`src/program.hex`:
```
// Instruction words from resetPc, one per line, with byte address and mnemonic
3c011234 // 00 lui  r1, 0x1234
34215678 // 04 ori  r1, r1, 0x5678
00211021 // 08 addu r2, r1, r1
00411823 // 0c subu r3, r2, r1
ac030040 // 10 sw   r3, 0x40(r0)
ac020044 // 14 sw   r2, 0x44(r0)
8c040000 // 18 lw   r4, 0(r0)
00812821 // 1c addu r5, r4, r1
ac050048 // 20 sw   r5, 0x48(r0)
8c060004 // 24 lw   r6, 4(r0)
ac06004c // 28 sw   r6, 0x4c(r0)
34070005 // 2c ori  r7, r0, 5
34080005 // 30 ori  r8, r0, 5
10e80002 // 34 beq  r7, r8, 0x40
ac070050 // 38 sw   r7, 0x50(r0)
ac000054 // 3c sw   r0, 0x54(r0)
8c090008 // 40 lw   r9, 8(r0)
11270002 // 44 beq  r9, r7, 0x50
ac090058 // 48 sw   r9, 0x58(r0)
ac08005c // 4c sw   r8, 0x5c(r0)
08000017 // 50 j    0x5c
01285023 // 54 subu r10, r9, r8
ac000060 // 58 sw   r0, 0x60(r0)
ac0a0064 // 5c sw   r10, 0x64(r0)
08000018 // 60 j    0x60
00000000 // 64 nop

```
`src/cpuPkg.sv`:
```
package cpuPkg;

	// Primary opcodes
	localparam logic [5:0] opRtype = 6'h00;
	localparam logic [5:0] opJ     = 6'h02;
	localparam logic [5:0] opBeq   = 6'h04;
	localparam logic [5:0] opOri   = 6'h0d;
	localparam logic [5:0] opLui   = 6'h0f;
	localparam logic [5:0] opLw    = 6'h23;
	localparam logic [5:0] opSw    = 6'h2b;

	localparam logic [5:0] fnAddu = 6'h21;
	localparam logic [5:0] fnSubu = 6'h23;

	localparam logic [31:0] resetPc = 32'h0000_0000;
	localparam int romDepth    = 64;
	localparam int romAddrBits = $clog2(romDepth);

	// Hazard timing tags
	localparam int tagWidth = 2;
	localparam logic [tagWidth-1:0] tUseBranch = 2'd0;
	localparam logic [tagWidth-1:0] tUseAlu    = 2'd1;
	localparam logic [tagWidth-1:0] tUseStore  = 2'd2;
	localparam logic [tagWidth-1:0] tUseNone   = 2'd3; // Larger than any tNew
	localparam logic [tagWidth-1:0] tNewAlu    = 2'd1;
	localparam logic [tagWidth-1:0] tNewLoad   = 2'd2;

	localparam logic [1:0] aluAdd = 2'd0;
	localparam logic [1:0] aluSub = 2'd1;
	localparam logic [1:0] aluOr  = 2'd2;
	localparam logic [1:0] aluLui = 2'd3;

	// Forwarding selects
	localparam logic [1:0] fwdReg   = 2'd0;
	localparam logic [1:0] fwdExMem = 2'd1;
	localparam logic [1:0] fwdWb    = 2'd2;

	typedef union packed {
		struct packed {
			logic [5:0] opcode;
			logic [4:0] rs;
			logic [4:0] rt;
			logic [4:0] rd;
			logic [4:0] shamt;
			logic [5:0] funct;
		} rFields;
		struct packed {
			logic [5:0]  opcode;
			logic [4:0]  rs;
			logic [4:0]  rt;
			logic [15:0] imm16;
		} iFields;
	} instrWord;

endpackage
```
`src/stageHazardIf.sv`:
```
`timescale 1ns/1ps

// One pipeline stage as seen by the hazard logic
interface stageHazardIf;
	logic [4:0] rAddr0; // rs read by the stage
	logic [4:0] rAddr1; // rt read by the stage
	logic [4:0] wAddr;  // Zero when nothing is written
	logic [cpuPkg::tagWidth-1:0] tNew;

	modport stage (
		output rAddr0,
		output rAddr1,
		output wAddr,
		output tNew
	);

	modport hazard (
		input rAddr0,
		input rAddr1,
		input wAddr,
		input tNew
	);
endinterface

```
`src/cpu.sv`:
```
`timescale 1ns/1ps

module cpu (
	input  logic clk,
	input  logic rstN,
	input  logic [31:0] PrRD,
	output logic [31:2] PrAddr,
	output logic [31:0] PrWD,
	output logic PrWE,
	output logic [31:0] CurAddr
);
	cpuPkg::instrWord instr;
	logic stall, redirect, isLoad, isStore, isLoadMem, isStoreMem, storeFwd;
	logic [31:0] target, pcDec, pcEx, pcMem;
	logic [31:0] operand0, operand1, imm32, storeData;
	logic [31:0] exMemResult, storeDataMem, wbData;
	logic [4:0] rAddr0, rAddr1, rAddr0Ex, rAddr1Ex, wAddrEx;
	logic [4:0] rAddr1Mem, wAddrMem, wbAddr;
	logic [cpuPkg::tagWidth-1:0] tUse0, tUse1, tNewEx, tNewMem;
	logic [1:0] aluOp, decFwd0, decFwd1, aluFwd0, aluFwd1;

	stageHazardIf exHz ();
	stageHazardIf memHz ();

	////////////////////////////////////////////////////////////////////////////
	// Pipeline stages

	fetchStage fetch0 (.*);
	decodeStage decode0 (.*);
	executeStage execute0 (.*);
	memStage mem0 (.*);

	////////////////////////////////////////////////////////////////////////////
	// Hazard handling

	bypassController bypass0 (
		.exAddr0(exHz.rAddr0),
		.exAddr1(exHz.rAddr1),
		.memAddr1(memHz.rAddr1),
		.*
	);

	stallUnit stall0 (.*);

endmodule

```
`src/stallUnit.sv`:
```
`timescale 1ns/1ps

module stallUnit (
	input  logic [4:0] rAddr0,
	input  logic [4:0] rAddr1,
	input  logic [cpuPkg::tagWidth-1:0] tUse0,
	input  logic [cpuPkg::tagWidth-1:0] tUse1,
	stageHazardIf.hazard exHz,
	stageHazardIf.hazard memHz,
	output logic stall
);

	// Value arrives after the reader needs it
	function automatic logic late(input logic [4:0] reader,
		input logic [cpuPkg::tagWidth-1:0] tUse);
		late = (reader != '0) &&
			((reader == exHz.wAddr && exHz.tNew > tUse) ||
			(reader == memHz.wAddr && memHz.tNew > tUse));
	endfunction

	always_comb begin
		stall = late(rAddr0, tUse0) || late(rAddr1, tUse1);
	end

endmodule

```
`src/bypassController.sv`:
```
`timescale 1ns/1ps

module bypassController (
	input  logic [4:0] rAddr0,
	input  logic [4:0] rAddr1,
	stageHazardIf.hazard exHz,
	stageHazardIf.hazard memHz,
	input  logic [4:0] exAddr0,
	input  logic [4:0] exAddr1,
	input  logic [4:0] memAddr1,
	input  logic [4:0] wbAddr,
	output logic [1:0] decFwd0,
	output logic [1:0] decFwd1,
	output logic [1:0] aluFwd0,
	output logic [1:0] aluFwd1,
	output logic storeFwd
);

	function automatic logic match(input logic [4:0] reader, input logic [4:0] writer);
		match = (reader != '0) && (reader == writer);
	endfunction

	// Nearest writer wins even when not ready and a later stage fixes it up
	function automatic logic [1:0] decSel(input logic [4:0] reader);
		if (match(reader, exHz.wAddr)) decSel = cpuPkg::fwdReg;
		else if (match(reader, memHz.wAddr) && memHz.tNew == '0) decSel = cpuPkg::fwdExMem;
		else decSel = cpuPkg::fwdReg;
	endfunction

	function automatic logic [1:0] aluSel(input logic [4:0] reader);
		if (match(reader, memHz.wAddr))
			aluSel = (memHz.tNew == '0) ? cpuPkg::fwdExMem : cpuPkg::fwdReg;
		else if (match(reader, wbAddr)) aluSel = cpuPkg::fwdWb;
		else aluSel = cpuPkg::fwdReg;
	endfunction

	always_comb begin
		decFwd0 = decSel(rAddr0);
		decFwd1 = decSel(rAddr1);
		aluFwd0 = aluSel(exAddr0);
		aluFwd1 = aluSel(exAddr1);
	end

	assign storeFwd = match(memAddr1, wbAddr); // Writeback is always ready

endmodule

```
`src/memStage.sv`:
```
`timescale 1ns/1ps

module memStage (
	input  logic clk,
	input  logic rstN,
	input  logic [31:0] exMemResult,
	input  logic [31:0] storeDataMem,
	input  logic [4:0] rAddr1Mem,
	input  logic [4:0] wAddrMem,
	input  logic [cpuPkg::tagWidth-1:0] tNewMem,
	input  logic isLoadMem,
	input  logic isStoreMem,
	input  logic [31:0] pcMem,
	input  logic storeFwd,
	input  logic [31:0] PrRD,
	stageHazardIf.stage memHz,
	output logic [31:2] PrAddr,
	output logic [31:0] PrWD,
	output logic PrWE,
	output logic [31:0] CurAddr,
	output logic [4:0] wbAddr,
	output logic [31:0] wbData
);

	////////////////////////////////////////////////////////////////////////////
	// External bus

	assign PrAddr = exMemResult[31:2];
	assign PrWD = storeFwd ? wbData : storeDataMem; // Load just ahead of the store
	assign PrWE = isStoreMem;
	assign CurAddr = pcMem;

	assign memHz.rAddr0 = '0; // Base already consumed in execute
	assign memHz.rAddr1 = rAddr1Mem;
	assign memHz.wAddr = wAddrMem;
	assign memHz.tNew = tNewMem;

	// Memory/writeback register
	always_ff @(posedge clk or negedge rstN) begin
		if (!rstN) begin
			wbAddr <= '0;
		end else begin
			wbAddr <= wAddrMem;
		end
	end

	always_ff @(posedge clk) begin
		wbData <= isLoadMem ? PrRD : exMemResult;
	end

	// Stores carry no destination from decode
	assert property (@(posedge clk) disable iff (!rstN)
		PrWE |-> (wAddrMem == '0 && tNewMem == '0))
		else $error("bus write from a non-store");

endmodule

```
`src/executeStage.sv`:
```
`timescale 1ns/1ps

module executeStage (
	input  logic clk,
	input  logic rstN,
	input  logic [1:0] aluOp,
	input  logic [31:0] operand0,
	input  logic [31:0] operand1,
	input  logic [31:0] imm32,
	input  logic [31:0] storeData,
	input  logic [4:0] rAddr0Ex,
	input  logic [4:0] rAddr1Ex,
	input  logic [4:0] wAddrEx,
	input  logic [cpuPkg::tagWidth-1:0] tNewEx,
	input  logic isLoad,
	input  logic isStore,
	input  logic [31:0] pcEx,
	input  logic [1:0] aluFwd0,
	input  logic [1:0] aluFwd1,
	input  logic [31:0] wbData,
	stageHazardIf.stage exHz,
	output logic [31:0] exMemResult,
	output logic [31:0] storeDataMem,
	output logic [4:0] rAddr1Mem,
	output logic [4:0] wAddrMem,
	output logic [cpuPkg::tagWidth-1:0] tNewMem,
	output logic isLoadMem,
	output logic isStoreMem,
	output logic [31:0] pcMem
);
	logic [31:0] aluA, aluB, storeVal, aluOut, result;

	function automatic logic [31:0] pick(input logic [1:0] sel, input logic [31:0] regVal);
		case (sel)
			cpuPkg::fwdExMem: pick = exMemResult;
			cpuPkg::fwdWb:    pick = wbData;
			default:          pick = regVal;
		endcase
	endfunction

	always_comb begin
		aluA = pick(aluFwd0, operand0);
		aluB = pick(aluFwd1, operand1);
		storeVal = pick(aluFwd1, storeData); // Same rt source as aluB
	end

	always_comb begin
		case (aluOp)
			cpuPkg::aluSub: aluOut = aluA - aluB;
			cpuPkg::aluOr:  aluOut = aluA | aluB;
			cpuPkg::aluLui: aluOut = aluB;
			default:        aluOut = aluA + aluB;
		endcase
	end

	assign result = (isLoad || isStore) ? aluA + imm32 : aluOut; // Effective address

	assign exHz.rAddr0 = rAddr0Ex;
	assign exHz.rAddr1 = rAddr1Ex;
	assign exHz.wAddr = wAddrEx;
	assign exHz.tNew = tNewEx;

	always_ff @(posedge clk or negedge rstN) begin
		if (!rstN) begin
			rAddr1Mem <= '0;
			wAddrMem <= '0;
			tNewMem <= '0;
			isLoadMem <= 1'b0;
			isStoreMem <= 1'b0;
		end else begin
			rAddr1Mem <= rAddr1Ex;
			wAddrMem <= wAddrEx;
			tNewMem <= (tNewEx == '0) ? '0 : tNewEx - 1'b1; // Saturating countdown
			isLoadMem <= isLoad;
			isStoreMem <= isStore;
		end
	end

	always_ff @(posedge clk) begin
		exMemResult <= result;
		storeDataMem <= storeVal;
		pcMem <= pcEx;
	end

	// A writer must still be counting when it leaves decode
	assert property (@(posedge clk) disable iff (!rstN) (wAddrEx != '0) |-> (tNewEx != '0))
		else $error("zero tNew on a register write");

endmodule

```
`src/decodeStage.sv`:
```
`timescale 1ns/1ps

module decodeStage (
	input  logic clk,
	input  logic rstN,
	input  logic stall,
	input  cpuPkg::instrWord instr,
	input  logic [31:0] pcDec,
	input  logic [4:0] wbAddr,
	input  logic [31:0] wbData,
	input  logic [31:0] exMemResult,
	input  logic [1:0] decFwd0,
	input  logic [1:0] decFwd1,
	output logic redirect,
	output logic [31:0] target,
	output logic [4:0] rAddr0,
	output logic [4:0] rAddr1,
	output logic [cpuPkg::tagWidth-1:0] tUse0,
	output logic [cpuPkg::tagWidth-1:0] tUse1,
	output logic [1:0] aluOp,
	output logic [31:0] operand0,
	output logic [31:0] operand1,
	output logic [31:0] imm32,
	output logic [31:0] storeData,
	output logic [4:0] rAddr0Ex,
	output logic [4:0] rAddr1Ex,
	output logic [4:0] wAddrEx,
	output logic [cpuPkg::tagWidth-1:0] tNewEx,
	output logic isLoad,
	output logic isStore,
	output logic [31:0] pcEx
);
	logic [31:0] rf [32];
	logic [31:0] rfRead0, rfRead1, val0, val1;
	logic [31:0] pcPlus4, signImm, bValue;
	logic [5:0] opcode;
	logic [4:0] dAddr;
	logic [1:0] dAluOp;
	logic [cpuPkg::tagWidth-1:0] dTNew;
	logic isArith, dLoad, dStore, isBeq, isJump;

	assign opcode  = instr.rFields.opcode;
	assign isArith = (instr.rFields.funct == cpuPkg::fnAddu) ||
		(instr.rFields.funct == cpuPkg::fnSubu);
	assign signImm = {{16{instr.iFields.imm16[15]}}, instr.iFields.imm16};
	assign pcPlus4 = pcDec + 32'd4;

	////////////////////////////////////////////////////////////////////////////
	// Control fields and hazard tags

	always_comb begin
		rAddr0 = '0;
		rAddr1 = '0;
		tUse0 = cpuPkg::tUseNone;
		tUse1 = cpuPkg::tUseNone;
		dAddr = '0;
		dTNew = '0;
		dAluOp = cpuPkg::aluAdd;
		dLoad = 1'b0;
		dStore = 1'b0;
		isBeq = 1'b0;
		isJump = 1'b0;
		case (opcode)
			cpuPkg::opRtype: begin
				if (isArith) begin
					rAddr0 = instr.iFields.rs;
					rAddr1 = instr.iFields.rt;
					tUse0 = cpuPkg::tUseAlu;
					tUse1 = cpuPkg::tUseAlu;
					dAddr = instr.rFields.rd;
					dTNew = cpuPkg::tNewAlu;
					if (instr.rFields.funct == cpuPkg::fnSubu) dAluOp = cpuPkg::aluSub;
				end
			end
			cpuPkg::opOri: begin
				rAddr0 = instr.iFields.rs;
				tUse0 = cpuPkg::tUseAlu;
				dAddr = instr.iFields.rt;
				dTNew = cpuPkg::tNewAlu;
				dAluOp = cpuPkg::aluOr;
			end
			cpuPkg::opLui: begin
				dAddr = instr.iFields.rt;
				dTNew = cpuPkg::tNewAlu;
				dAluOp = cpuPkg::aluLui;
			end
			cpuPkg::opLw: begin
				rAddr0 = instr.iFields.rs; // Address base
				tUse0 = cpuPkg::tUseAlu;
				dAddr = instr.iFields.rt;
				dTNew = cpuPkg::tNewLoad;
				dLoad = 1'b1;
			end
			cpuPkg::opSw: begin
				rAddr0 = instr.iFields.rs;
				rAddr1 = instr.iFields.rt;
				tUse0 = cpuPkg::tUseAlu;
				tUse1 = cpuPkg::tUseStore; // Data needed only in memory
				dStore = 1'b1;
			end
			cpuPkg::opBeq: begin
				rAddr0 = instr.iFields.rs;
				rAddr1 = instr.iFields.rt;
				tUse0 = cpuPkg::tUseBranch;
				tUse1 = cpuPkg::tUseBranch;
				isBeq = 1'b1;
			end
			cpuPkg::opJ: isJump = 1'b1;
			default: ; // Unknown opcodes run as a nop
		endcase
	end

	////////////////////////////////////////////////////////////////////////////
	// Register file with write-through, then decode forwarding

	assign rfRead0 = (rAddr0 == '0) ? '0 : (rAddr0 == wbAddr) ? wbData : rf[rAddr0];
	assign rfRead1 = (rAddr1 == '0) ? '0 : (rAddr1 == wbAddr) ? wbData : rf[rAddr1];
	assign val0 = (decFwd0 == cpuPkg::fwdExMem) ? exMemResult : rfRead0;
	assign val1 = (decFwd1 == cpuPkg::fwdExMem) ? exMemResult : rfRead1;

	always_ff @(posedge clk) begin
		if (wbAddr != '0) begin
			rf[wbAddr] <= wbData;
		end
	end

	// Second ALU input for immediate forms
	assign bValue = (opcode == cpuPkg::opOri) ? {16'h0000, instr.iFields.imm16} :
		(opcode == cpuPkg::opLui) ? {instr.iFields.imm16, 16'h0000} : val1;

	// Both targets are relative to the delay slot
	assign redirect = ((isBeq && (val0 == val1)) || isJump) && !stall;
	assign target = isJump ?
		{pcPlus4[31:28], instr.iFields.rs, instr.iFields.rt, instr.iFields.imm16, 2'b00} :
		pcPlus4 + {signImm[29:0], 2'b00};

	////////////////////////////////////////////////////////////////////////////
	// Decode/execute register

	always_ff @(posedge clk or negedge rstN) begin
		if (!rstN) begin
			rAddr0Ex <= '0;
			rAddr1Ex <= '0;
			wAddrEx <= '0;
			tNewEx <= '0;
			isLoad <= 1'b0;
			isStore <= 1'b0;
		end else begin
			rAddr0Ex <= stall ? '0 : rAddr0; // Bubble while stalled
			rAddr1Ex <= stall ? '0 : rAddr1;
			wAddrEx <= stall ? '0 : dAddr;
			tNewEx <= stall ? '0 : dTNew;
			isLoad <= !stall && dLoad;
			isStore <= !stall && dStore;
		end
	end

	always_ff @(posedge clk) begin
		aluOp <= dAluOp;
		operand0 <= val0;
		operand1 <= bValue;
		imm32 <= signImm;
		storeData <= val1;
		pcEx <= pcDec;
	end

	// Forwarding never hands register 0 a value
	assert property (@(posedge clk) disable iff (!rstN)
		(rAddr0 != '0 || val0 == '0) && (rAddr1 != '0 || val1 == '0))
		else $error("register 0 read as non-zero");

endmodule

```
`src/fetchStage.sv`:
```
`timescale 1ns/1ps

module fetchStage (
	input  logic clk,
	input  logic rstN,
	input  logic stall,
	input  logic redirect,
	input  logic [31:0] target,
	output cpuPkg::instrWord instr,
	output logic [31:0] pcDec
);
	logic [31:0] rom [cpuPkg::romDepth];
	logic [31:0] pc;

	initial begin
		$readmemh("/design/src/program.hex", rom);
	end

	always_ff @(posedge clk or negedge rstN) begin
		if (!rstN) begin
			pc <= cpuPkg::resetPc;
			instr <= '0; // All-zero word decodes as a nop
		end else if (!stall) begin
			pc <= redirect ? target : pc + 32'd4;
			instr <= rom[pc[cpuPkg::romAddrBits+1:2]];
		end
	end

	// PC of the word now in decode
	always_ff @(posedge clk) begin
		if (!stall) begin
			pcDec <= pc;
		end
	end

	// Decode must hold back a branch while it is stalled
	assert property (@(posedge clk) disable iff (!rstN) !(redirect && stall))
		else $error("redirect raised during stall");

endmodule

```
`config.mk`:
```
export PLATFORM = sky130hd
export DESIGN_NAME = cpu
export DESIGN_NICKNAME = d
export VERILOG_FILES = /design/src/cpuPkg.sv /design/src/stageHazardIf.sv /design/src/cpu.sv /design/src/stallUnit.sv /design/src/bypassController.sv /design/src/memStage.sv /design/src/executeStage.sv /design/src/decodeStage.sv /design/src/fetchStage.sv
export SDC_FILE = /design/constraint.sdc
export NUM_CORES = 1
export LEC_CHECK = 0
export BUFFER_PORTS_ARGS = -buffer_cell sky130_fd_sc_hd__buf_2
export CORE_MARGIN = 5
export CORE_UTILIZATION = 35
export DETAILED_ROUTE_END_ITERATION = 8
export GPL_TIMING_DRIVEN = 0
export HOLD_SLACK_MARGIN = 0.03
export SLEW_MARGIN = 10
export SYNTH_ARGS = -nofsm -noshare
export SYNTH_HDL_FRONTEND = slang
export SYNTH_SLANG_ARGS = --single-unit
```
`constraint.sdc`:
```
create_clock -name clk -period 1.8 [get_ports clk]
set_input_delay 0.09 -clock clk [delete_from_list [all_inputs] [get_ports clk]]
set_output_delay 0.09 -clock clk [all_outputs]
set_load 0.02 [all_outputs]
```
==> results.md, run 1 <==
* Status: complete, no violations
* Die X at ~110 um
* Arrival @ worst endpoint at between 1.5 and 2 ns
* Initial antenna violation count at 0
* Vias at 1,870
* RSZ-0062 raised after global routing: false
* Pleak at ~0.0024 uW
* Fraction of layout cells with a size suffix above 1 at 34.2%
* # DRC at 0
* CTS Sinks at between 100 and 150
* Max-cap viol count at 0
* CP Capture Type: register
* Most frequent cell after synthesis: dfxtp_1
* CP max-delay cell: dfrtp_1
* Hold Vio Cnt, Final at 0
* Syn. warnings at 0
* Max_slew headroom at between 50% and 60%
* Reg2reg setup slack at between 0.2 and 0.25 ns
* Routed wire per std cell at 9.11 um
* Cell family with the largest share of critical-path delay: flip-flops
* EDFF count, synth at 0
* Layout Nets at around 420
* WHS at 0.167 ns
* Synth Area per Inst at approximately 14 um^2
* Cells after Synth at between 200 and 300
* Worst Setup EP: fetch0.pc[28]$_DFF_PN0_
* Top post-synthesis cells by area: dfxtp_1, dfrtp_1, buf_4, xnor2_1, nand4_1
* Die ar. at roughly 0.012 mm^2
* Post-synth ARST share at about a quarter
* Via density at between 3 and 4
* Worst Path Buf+Inv at 2
* Worst vdd ir at roughly 0.00077 V
* Fin crit share at a little under nine tenths
* I/O pin cnt at 129
* Cells after DPL at between 400 and 500
* CTS tree: yes
* DP HPWL at around 3200 um
* Peak Freq at ~640 MHz
* Synthesis-to-layout area growth at 33.3%
* Setup-failing EPs final at 0
* Stages on the worst setup path at 6
* Slew @ Worst Pin at between 0.7 and 0.8 ns
* Most common flop cell mapped by yosys: dfxtp_1
* Final Slew Violations at 0
* Routed Antenna Nets at 0
* H-tree depth at 4
* IO Port Bufs at 31
* Netlist cell types at 19
* GRT Resource Usage Total at under 10%
* Worst R2R Start: fetch0.pc[2]$_DFF_PN0_
* Place WS at about 0.082 ns
* Filler instances at 946
* Share of the synthesized area in the top cell type at about half
* CP Max Fanout at 10
* Worst setup SP type: register
* Die Y at 112 um
* Dominant cell type by area after synthesis: dfxtp_1
* Min Tclk post-route at 1.55 ns
* Clk buf depth at 2
* Post-synthesis sequential area ratio at between 70% and 80%
* First-pass GRT wire length at 8220 um
* Clock Latency Late Sink at ~0.50 ns
* TritonRoute pass-1 iters at 4
* Top post-synthesis cells by count: dfxtp_1, buf_4, dfrtp_1, xnor2_1, nand3_1
* Worst R2R Path Depth at 6
* Power per cell area at about 1300 mW/mm^2
* Critical Path Source: fetch0.pc[2]$_DFF_PN0_
* CTS Buf Count at 17
* Initial Util at 35.5%
* Setup ws final at around 0.25 ns
* Class of the worst hold path: input pin to asynchronous set/reset pin
* Clk_skew at slightly below 0.006 ns
* # diodes at 0
* Core Rows at 37
* Kind of critical path: register to register
* Synth Register Bits at 120
* DRT Wirelength at approximately 4800 um
* Pwr Total at 6290 uW
* Clock-pin slew on the worst setup and hold paths at about 0.06 ns
* Gpl congestion at about 0.7
* Total gr overflow at 0
* Worst-path cell chain: ha_1 -> inv_1 -> nor3_4 -> buf_12 -> nand4_1 -> xnor2_1
* Crit path required time at around 2.2 ns
* CTS root buf: clkbuf_8
* Fin cells at roughly 530
* Setup TNS at 0 ns
* Vias in the first global route at 1,801
* RR Endpoint: fetch0.pc[28]$_DFF_PN0_
* Std-Cell Core Area at around 0.010 mm^2
* Drt initial violations at 44
* Largest net degree at the start of global routing at 31
* CP peak stage delay at 0.40 ns
* Post-Syn Area at about 0.0036 mm^2
[cells by family after synthesis]
family | Yosys count | share of synthesized area [%]
DFF | 120 | 70.6
buffers and inverters | 68 | 13.9
and+or+nand+nor | 48 | 8.27
xor gates and xnor gates | 28 | 6.78
adders and majority gates | 1 | 0.346
other | 1 | 0.104
[sequential cells by signal, indices dropped and copies added (netlist names)]
signal,flops
fetch0.pc,30
execute0.pcMem,30
fetch0.pcDec,30
decode0.pcEx,30
[worst reg2reg max path: cells and delay by family, from the launching register on]
| family | cells | cell delay (ns) |
|---|---|---|
| buffers and inverters | 2 | 0.26 |
| and+or+nand+nor | 2 | 0.33 |
| DFF | 1 | 0.40 |
| adders and majority gates | 1 | 0.29 |
| xor gates and xnor gates | 1 | 0.16 |
[metrics by stage]
| step | cell area [um^2] | util, % |
|---|---|---|
| after floorplan | 3860 | - |
| after global placement | 4180 | 41.1 |
| after detailed placement | 4180 | 41.1 |
| after CTS | 4800 | 47.1 |
| after global routing | 4820 | 47.3 |
| final | 4820 | 47.3 |
[layout make-up]
class / instances / area, um^2 / share of cell area [%]
multi-input cells: 142 / 801 / 16.6
clock inverters: 13 / 166 / 3.45
flip-flops and latches: 120 / 2550 / 53.0
plain buffers: 66 / 495 / 10.3
repair buffers: 33 / 185 / 3.84
clock buffers: 19 / 442 / 9.16
inverters: 2 / 7.51 / 0.156
well taps: 136 / 170 / 3.53
[metal layers]
layer | vias up | global-route usage [%] | part of all wire [%]
met5 | - | 0 | 0
met4 | 0 | 5.27 | 2.5
met3 | 15 | 4.62 | 7.6
met2 | 60 | 13.1 | 49
met1 | 826 | 8.99 | 41
li1 | 969 | - | -
[power by group]
group | internal (uW) | switching (uW) | leakage (uW)
sequential | 2670 | 0 | 0.00113
combinational | 96.2 | 153 | 0.000932
clock | 2200 | 1180 | 0.000300
total | 4960 | 1330 | 0.00237
[layout by cell type (no fill, tap or decap), drive strengths merged]
| master | count |
|---|---|
| clkbuf | 19 |
| nand4 | 11 |
| nand2 | 9 |
| ha | 1 |
| conb | 65 |
| buf | 98 |
| clkinv | 4 |
| dlygate4sd3 | 1 |
| xnor2 | 26 |
| and2 | 4 |
| and4 | 3 |
| and3 | 5 |
| inv | 7 |
| bufinv | 3 |
| nor2 | 1 |
| nor3 | 3 |
| dfxtp | 90 |
| clkinvlp | 1 |
| dfrtp | 30 |
| xor2 | 2 |
| nand3 | 12 |
[timing repair]
item                                    in CTS  in global routing
setup buffers                                0                  1
gates resized for setup                      0                  0
endpoints found under the hold margin       30                  0
endpoints found under the setup margin       0                  5
hold buffers                                 1                  0
[worst min-delay path by stage]
stage,startpoint,to,depth (start not counted)
5_1_grt,rstN,fetch0.pc[7]$_DFF_PN0_,2
3_3_place_gp,rstN,fetch0.pc[28]$_DFF_PN0_,1
3_5_place_dp,rstN,fetch0.pc[29]$_DFF_PN0_,1
2_1_floorplan,rstN,fetch0.pc[10]$_DFF_PN0_,0
6_report,rstN,fetch0.pc[28]$_DFF_PN0_,2
4_1_cts,rstN,fetch0.pc[29]$_DFF_PN0_,2
Power figures use the tool's default switching activity.
==> run 2, diff against run 1 <==
CELL_PAD_IN_SITES_DETAIL_PLACEMENT = 1   (was not set)
CELL_PAD_IN_SITES_GLOBAL_PLACEMENT = 1   (was not set)
CORE_ASPECT_RATIO = 1.5   (was not set)
CTS_CLUSTER_DIAMETER = 50   (was not set)
PLACE_DENSITY_LB_ADDON = 0.1   (was not set)
==> results.md, run 2 (same netlist as run 1, synthesis figures left out) <==
* Initial antenna violation count at 0
* CP Capture Type: register
* Gpl congestion at around 0.71
* CP Max Fanout at 10
* Vias in the first global route at around 1,900
* Clock Latency Late Sink at around 0.40 ns
* Largest net degree at the start of global routing at 31
* Hold Vio Cnt, Final at 0
* H-tree depth at 4
* Pleak at roughly 0.0024 uW
* Kind of critical path: register to register
* Min Tclk post-route at between 1.5 and 2 ns
* Synthesis-to-layout area growth at 32.2%
* DRT Wirelength at about 5600 um
* WHS at around 0.28 ns
* Status: complete, no violations
* Setup TNS at 0 ns
* Most common cell after layout, fill and taps aside: dfxtp_1
* Routed wire per std cell at between 10 and 15 um
* Routed Antenna Nets at 0
* Clk_skew at 0.00815 ns
* Resized Gates After CTS at 0
* Setup-failing EPs final at 0
* Total gr overflow at 0
* Clock-pin slew on the worst setup and hold paths at 0.05 ns
* Fraction of layout cells with a size suffix above 1 at 33.4%
* Clk buf depth at 2
* FF/Latch Area at 0.00255 mm^2
* Slew @ Worst Pin at roughly 0.71 ns
* CTS root buf: clkbuf_16
* I/O pin cnt at 129
* # diodes at 0
* Via density at 3.80
* Die ar. at between 0.01 and 0.015 mm^2
* Class of the worst hold path: input pin to asynchronous set/reset pin
* Crit path required time at ~2.1 ns
* Die Y at 134 um
* RSZ-0062 raised after global routing: false
* GRT Resource Usage Total at 9.88%
* Place WS at roughly 0.055 ns
* Initial Util at a little over a third
* CTS tree: yes
* Core Rows at 45
* Most frequent cells in the layout: dfxtp_1, buf_4, conb_1
* TritonRoute pass-1 iters at 4
* # DRC at 0
* Peak Freq at 636 MHz
* CTS Buf Count at 17
* Max-cap viol count at 0
* Die X at 93.0 um
* Layout Nets at between 400 and 500
* Power per cell area at approximately 1300 mW/mm^2
* Worst vdd ir at between 0.0006 and 0.0007 V
* CTS Sinks at 120
* Fin crit share at 87.4%
* Multi-input gate area at about 800 um^2
* Vias at just under 2,000
* Final Slew Violations at 0
* Std-Cell Core Area at approximately 0.010 mm^2
* Arrival @ worst endpoint at 1.85 ns
* IO Port Bufs at 31
* Drt initial violations at 71
* Filler instances at about 1,100
* First-pass GRT wire length at around 9400 um
* Max_slew headroom at between 50% and 60%
* Setup ws final at ~0.23 ns
* DP HPWL at a little under 4000 um
* Worst setup SP type: register
-- run 2: cell count changes in the layout (fill, tap and decap cells not counted) --
cell / before / now
bufinv_16: 3 / 1
clkinvlp_4: 1 / 2
inv_6: 4 / 0
clkbuf_1: 0 / 3
clkbuf_16: 16 / 18
clkinv_4: 2 / 0
clkbuf_8: 3 / 5
-- run 2: layer usage --
metal,vias to the layer above,track usage (%),part of all wire (%)
met1,900,10.0,36
met5,-,0,0
li1,964,-,-
met3,12,5.02,9.3
met4,0,6.11,2.4
met2,69,16.0,53
-- run 2: path summary, 6_finish.rpt --
path / start / endpoint / slack, ns / depth (start not counted)
min in group clk: fetch0.pcDec[15]$_DFF_P_ / decode0.pcEx[15]$_DFF_P_ / 0.32 / 0
worst max register to register: fetch0.pc[11]$_DFF_PN0_ / fetch0.pc[30]$_DFF_PN0_ / 0.23 / 4
worst min register to register: fetch0.pcDec[15]$_DFF_P_ / decode0.pcEx[15]$_DFF_P_ / 0.32 / 0
max in group asynchronous: rstN / fetch0.pc[15]$_DFF_PN0_ / 1.05 / 2
worst max-delay path: fetch0.pc[11]$_DFF_PN0_ / fetch0.pc[30]$_DFF_PN0_ / 0.23 / 4
worst min-delay path: rstN / fetch0.pc[25]$_DFF_PN0_ / 0.28 / 2
-- run 2: critical path: stages, from the launching register on --
cell and delay, ns:
dfrtp_1 0.46, nand3_1 0.18, nor3_4 0.45, nand4_1 0.19
xnor2_1 0.17
-- run 2: final cells by class --
cell class              count  share of cell area, %
repair buffers             33                   3.87
inverters                   2                  0.157
clock inverters             6                   1.28
flip-flops and latches    120                   53.4
clock buffers              26                   11.1
plain buffers              66                   10.4
well taps                 117                   3.06
multi-input cells         142                   16.8
-- run 2: where the power goes --
| group | internal [uW] | switching (uW) | total, uW | leakage (uW) |
|---|---|---|---|---|
| clock network | 2160 | 1070 | 3220 | 0.000288 |
| logic | 96.2 | 156 | 252 | 0.000932 |
| registers | 2670 | 0 | 2670 | 0.00113 |
-- run 2: what timing repair did --
| action | 4_1_cts | 5_1_grt |
|---|---|---|
| hold endpoints to repair | 30 | 0 |
| hold buffers | 1 | 0 |
| setup endpoints to repair | 0 | 4 |
| setup buffers | 0 | 1 |
-- run 2: per-stage QoR --
stage	instances	area, um^2	total power [uW]	utilization (%)
2_1_floorplan	330	3860	2950	-
3_3_place_gp	478	4160	2960	41.0
3_5_place_dp	478	4160	2960	41.0
4_1_cts	511	4760	6240	47.0
5_1_grt	512	4780	6430	47.2
6_report	512	4780	6150	47.2
==> run 3, diff against run 2 <==
ABC_AREA = 1   (was not set)
CORE_UTILIZATION = 38   (was 35)
==> results.md, run 3 <==
* Pwr Total at 6200 uW
* Via density at 3.96
* Clk_skew at 0.00661 ns
* Cells after Synth at 359
* Place WS at 0.345 ns
* Power per cell area at around 1200 mW/mm^2
* Switching portion of total power at a little over a fifth
* Slew @ Worst Pin at 0.709 ns
* Drt initial violations at 50
* Most common cell after layout, fill and taps aside: dfxtp_1
* Synth Register Bits at 120
* Synth Area per Inst at between 10 and 15 um^2
* H-tree depth at 4
* CTS Sinks at 120
* Sequential power share at 43.1%
* # diodes at 0
* # DRC at 0
* Dominant cell type by area after synthesis: dfxtp_1
* Multi-input gate area at roughly 0.0011 mm^2
* Fraction of layout cells with a size suffix above 1 at between 20% and 30%
* EDFF count, synth at 0
* Pleak at ~0.0026 uW
* CTS root buf: clkbuf_16
* Top post-synthesis cells by count: dfxtp_1, nand2_1, buf_4, nor2_1, dfrtp_1
* Routed wire per std cell at roughly 11 um
* Initial Util at between 30% and 40%
* IO Port Bufs at 31
* Peak Freq at ~700 MHz
* TritonRoute pass-1 iters at 7
* Fin crit share at approximately four fifths
* Std-Cell Core Area at ~0.01 mm^2
* Most frequent cell after synthesis: dfxtp_1
* Sw Pwr at 1300 uW
* Setup ws final at ~0.37 ns
* Die Y at around 130 um
* RSZ-0062 raised after global routing: false
* Share of the synthesized area in the top cell type at roughly 46%
* Arrival @ worst endpoint at between 1.5 and 2 ns
* First-pass GRT wire length at about 11,000 um
* Clock-pin slew on the worst setup and hold paths at approximately 0.06 ns
* Status: complete, no violations
* Final Slew Violations at 0
* Vias at between 2,000 and 2,500
* Netlist cell types at 21
* DRT Wirelength at between 6000 and 7000 um
* Clk buf depth at 2
* Vias in the first global route at ~2,500
* Largest net degree at the start of global routing at 31
* Most frequent cells in the layout: dfxtp_1, nand2_1, buf_4, conb_1
* I/O pin cnt at around 130
* Hold Vio Cnt, Final at 0
* Post-synth ARST share at around 25%
* Worst setup SP type: register
* Post-Syn Area at between 0.003 and 0.004 mm^2
* Clock Latency Late Sink at 0.41 ns
* Resized Gates After CTS at 0
* Max_slew headroom at a little over half
* CTS Buf Count at 17
* Die X at 93.2 um
* GRT Resource Usage Total at a little under an eighth
* Class of the worst hold path: input pin to asynchronous set/reset pin
* CTS tree: yes
* CP Capture Type: register
* Routed Antenna Nets at 0
* Clock power frac at ~53%
* Crit path required time at approximately 2.1 ns
* Most common flop cell mapped by yosys: dfxtp_1
* Layout Nets at about 510
* Cell-internal power at around 4900 uW
* Kind of critical path: register to register
* Setup-failing EPs final at 0
* Die ar. at approximately 0.013 mm^2
* Initial antenna violation count at 0
* Filler instances at ~1,100
* DP HPWL at 4990 um
* # hold bufs at CTS at 1
* Buffer count from post-CTS setup fixing at 0
* CP Max Fanout at 4
* Total gr overflow at 0
* Setup TNS at 0 ns
* Core Rows at 45
* Top post-synthesis cells by area: dfxtp_1, dfrtp_1, buf_4, nand2_1, nor2_1
* Comb pwr share at a little over 4%
* FF/Latch Area at 0.00255 mm^2
* Min Tclk post-route at 1.43 ns
* Max-cap viol count at 0
* Synthesis-to-layout area growth at 29.1%
* Syn. warnings at 0
* Post-synthesis sequential area ratio at about two thirds
* Worst vdd ir at slightly above 0.0007 V
* Gpl congestion at roughly 0.8
==> run 3: cell count changes in the layout (fill, tap and decap cells not counted), moves of 8 or more <==
cell / before / now
inv_1: 2 / 17
nand2_1: 9 / 76
nand4_1: 10 / 2
nor2_1: 1 / 31
xnor2_1: 26 / 6
==> run 3: kinds of logic after synthesis <==
| kind of cell | count (synthesis) | synth area share (%) |
|---|---|---|
| compound gates | 1 | 0.127 |
| xor+xnor | 15 | 3.52 |
| fa+ha+maj | 1 | 0.317 |
| buf+inv | 82 | 14.0 |
| flops | 120 | 64.7 |
| other cells | 1 | 0.0951 |
| simple gates | 139 | 17.2 |
==> run 3: final cells by class <==
class | instances | area share [%]
well taps | 117 | 2.88
clock buffers | 23 | 10.0
multi-input cells | 221 | 21.2
plain buffers | 65 | 9.59
inverters | 17 | 1.25
repair buffers | 32 | 3.24
clock inverters | 9 | 1.67
flip-flops and latches | 120 | 50.1
==> run 3: routing by layer <==
metal	wire length (um)	vias to the layer above	global-route usage [%]
li1	-	1202	-
met1	2450	1097	12.0
met3	690	13	5.91
met4	157	0	6.36
met5	0	-	0
met2	3360	79	19.9
==> run 3: worst paths after layout <==
| path | cells past startpoint | to | slack (ns) | from |
|---|---|---|---|---|
| max | 5 | fetch0.pc[16]$_DFF_PN0_ | 0.37 | fetch0.pc[2]$_DFF_PN0_ |
| min | 2 | fetch0.pc[27]$_DFF_PN0_ | 0.27 | rstN |
| max reg2reg | 5 | fetch0.pc[16]$_DFF_PN0_ | 0.37 | fetch0.pc[2]$_DFF_PN0_ |
| min reg2reg | 0 | decode0.pcEx[29]$_DFF_P_ | 0.32 | fetch0.pcDec[29]$_DFF_P_ |
| max in group asynchronous | 2 | fetch0.pc[10]$_DFF_PN0_ | 1.07 | rstN |
| min in group clk | 0 | decode0.pcEx[29]$_DFF_P_ | 0.32 | fetch0.pcDec[29]$_DFF_P_ |
==> run 3: through the flow <==
stage	hold WS, ns	instances	util [%]	instance area (um^2)
after detailed placement	0.194	571	44.2	4480
final	0.270	604	50.2	5090
after global routing	0.329	604	50.2	5090
after CTS	0.289	604	50.2	5090
after global placement	0.189	571	44.2	4480
after floorplan	-0.206	423	-	4180
==> run 3: worst max-delay path: stages (launching register included) <==
cell	delay, ns
dfrtp_1	0.37
ha_1	0.21
nand3_1	0.13
nor2_1	0.30
nand3_1	0.14
xnor2_1	0.15
==> run 3: power groups by stage <==
stage,clock network (uW),registers (uW),logic (uW)
2_1_floorplan,0,2720,226
3_3_place_gp,0,2720,241
3_5_place_dp,0,2720,242
4_1_cts,3390,2670,243
5_1_grt,3520,2670,274
6_report,3270,2670,252
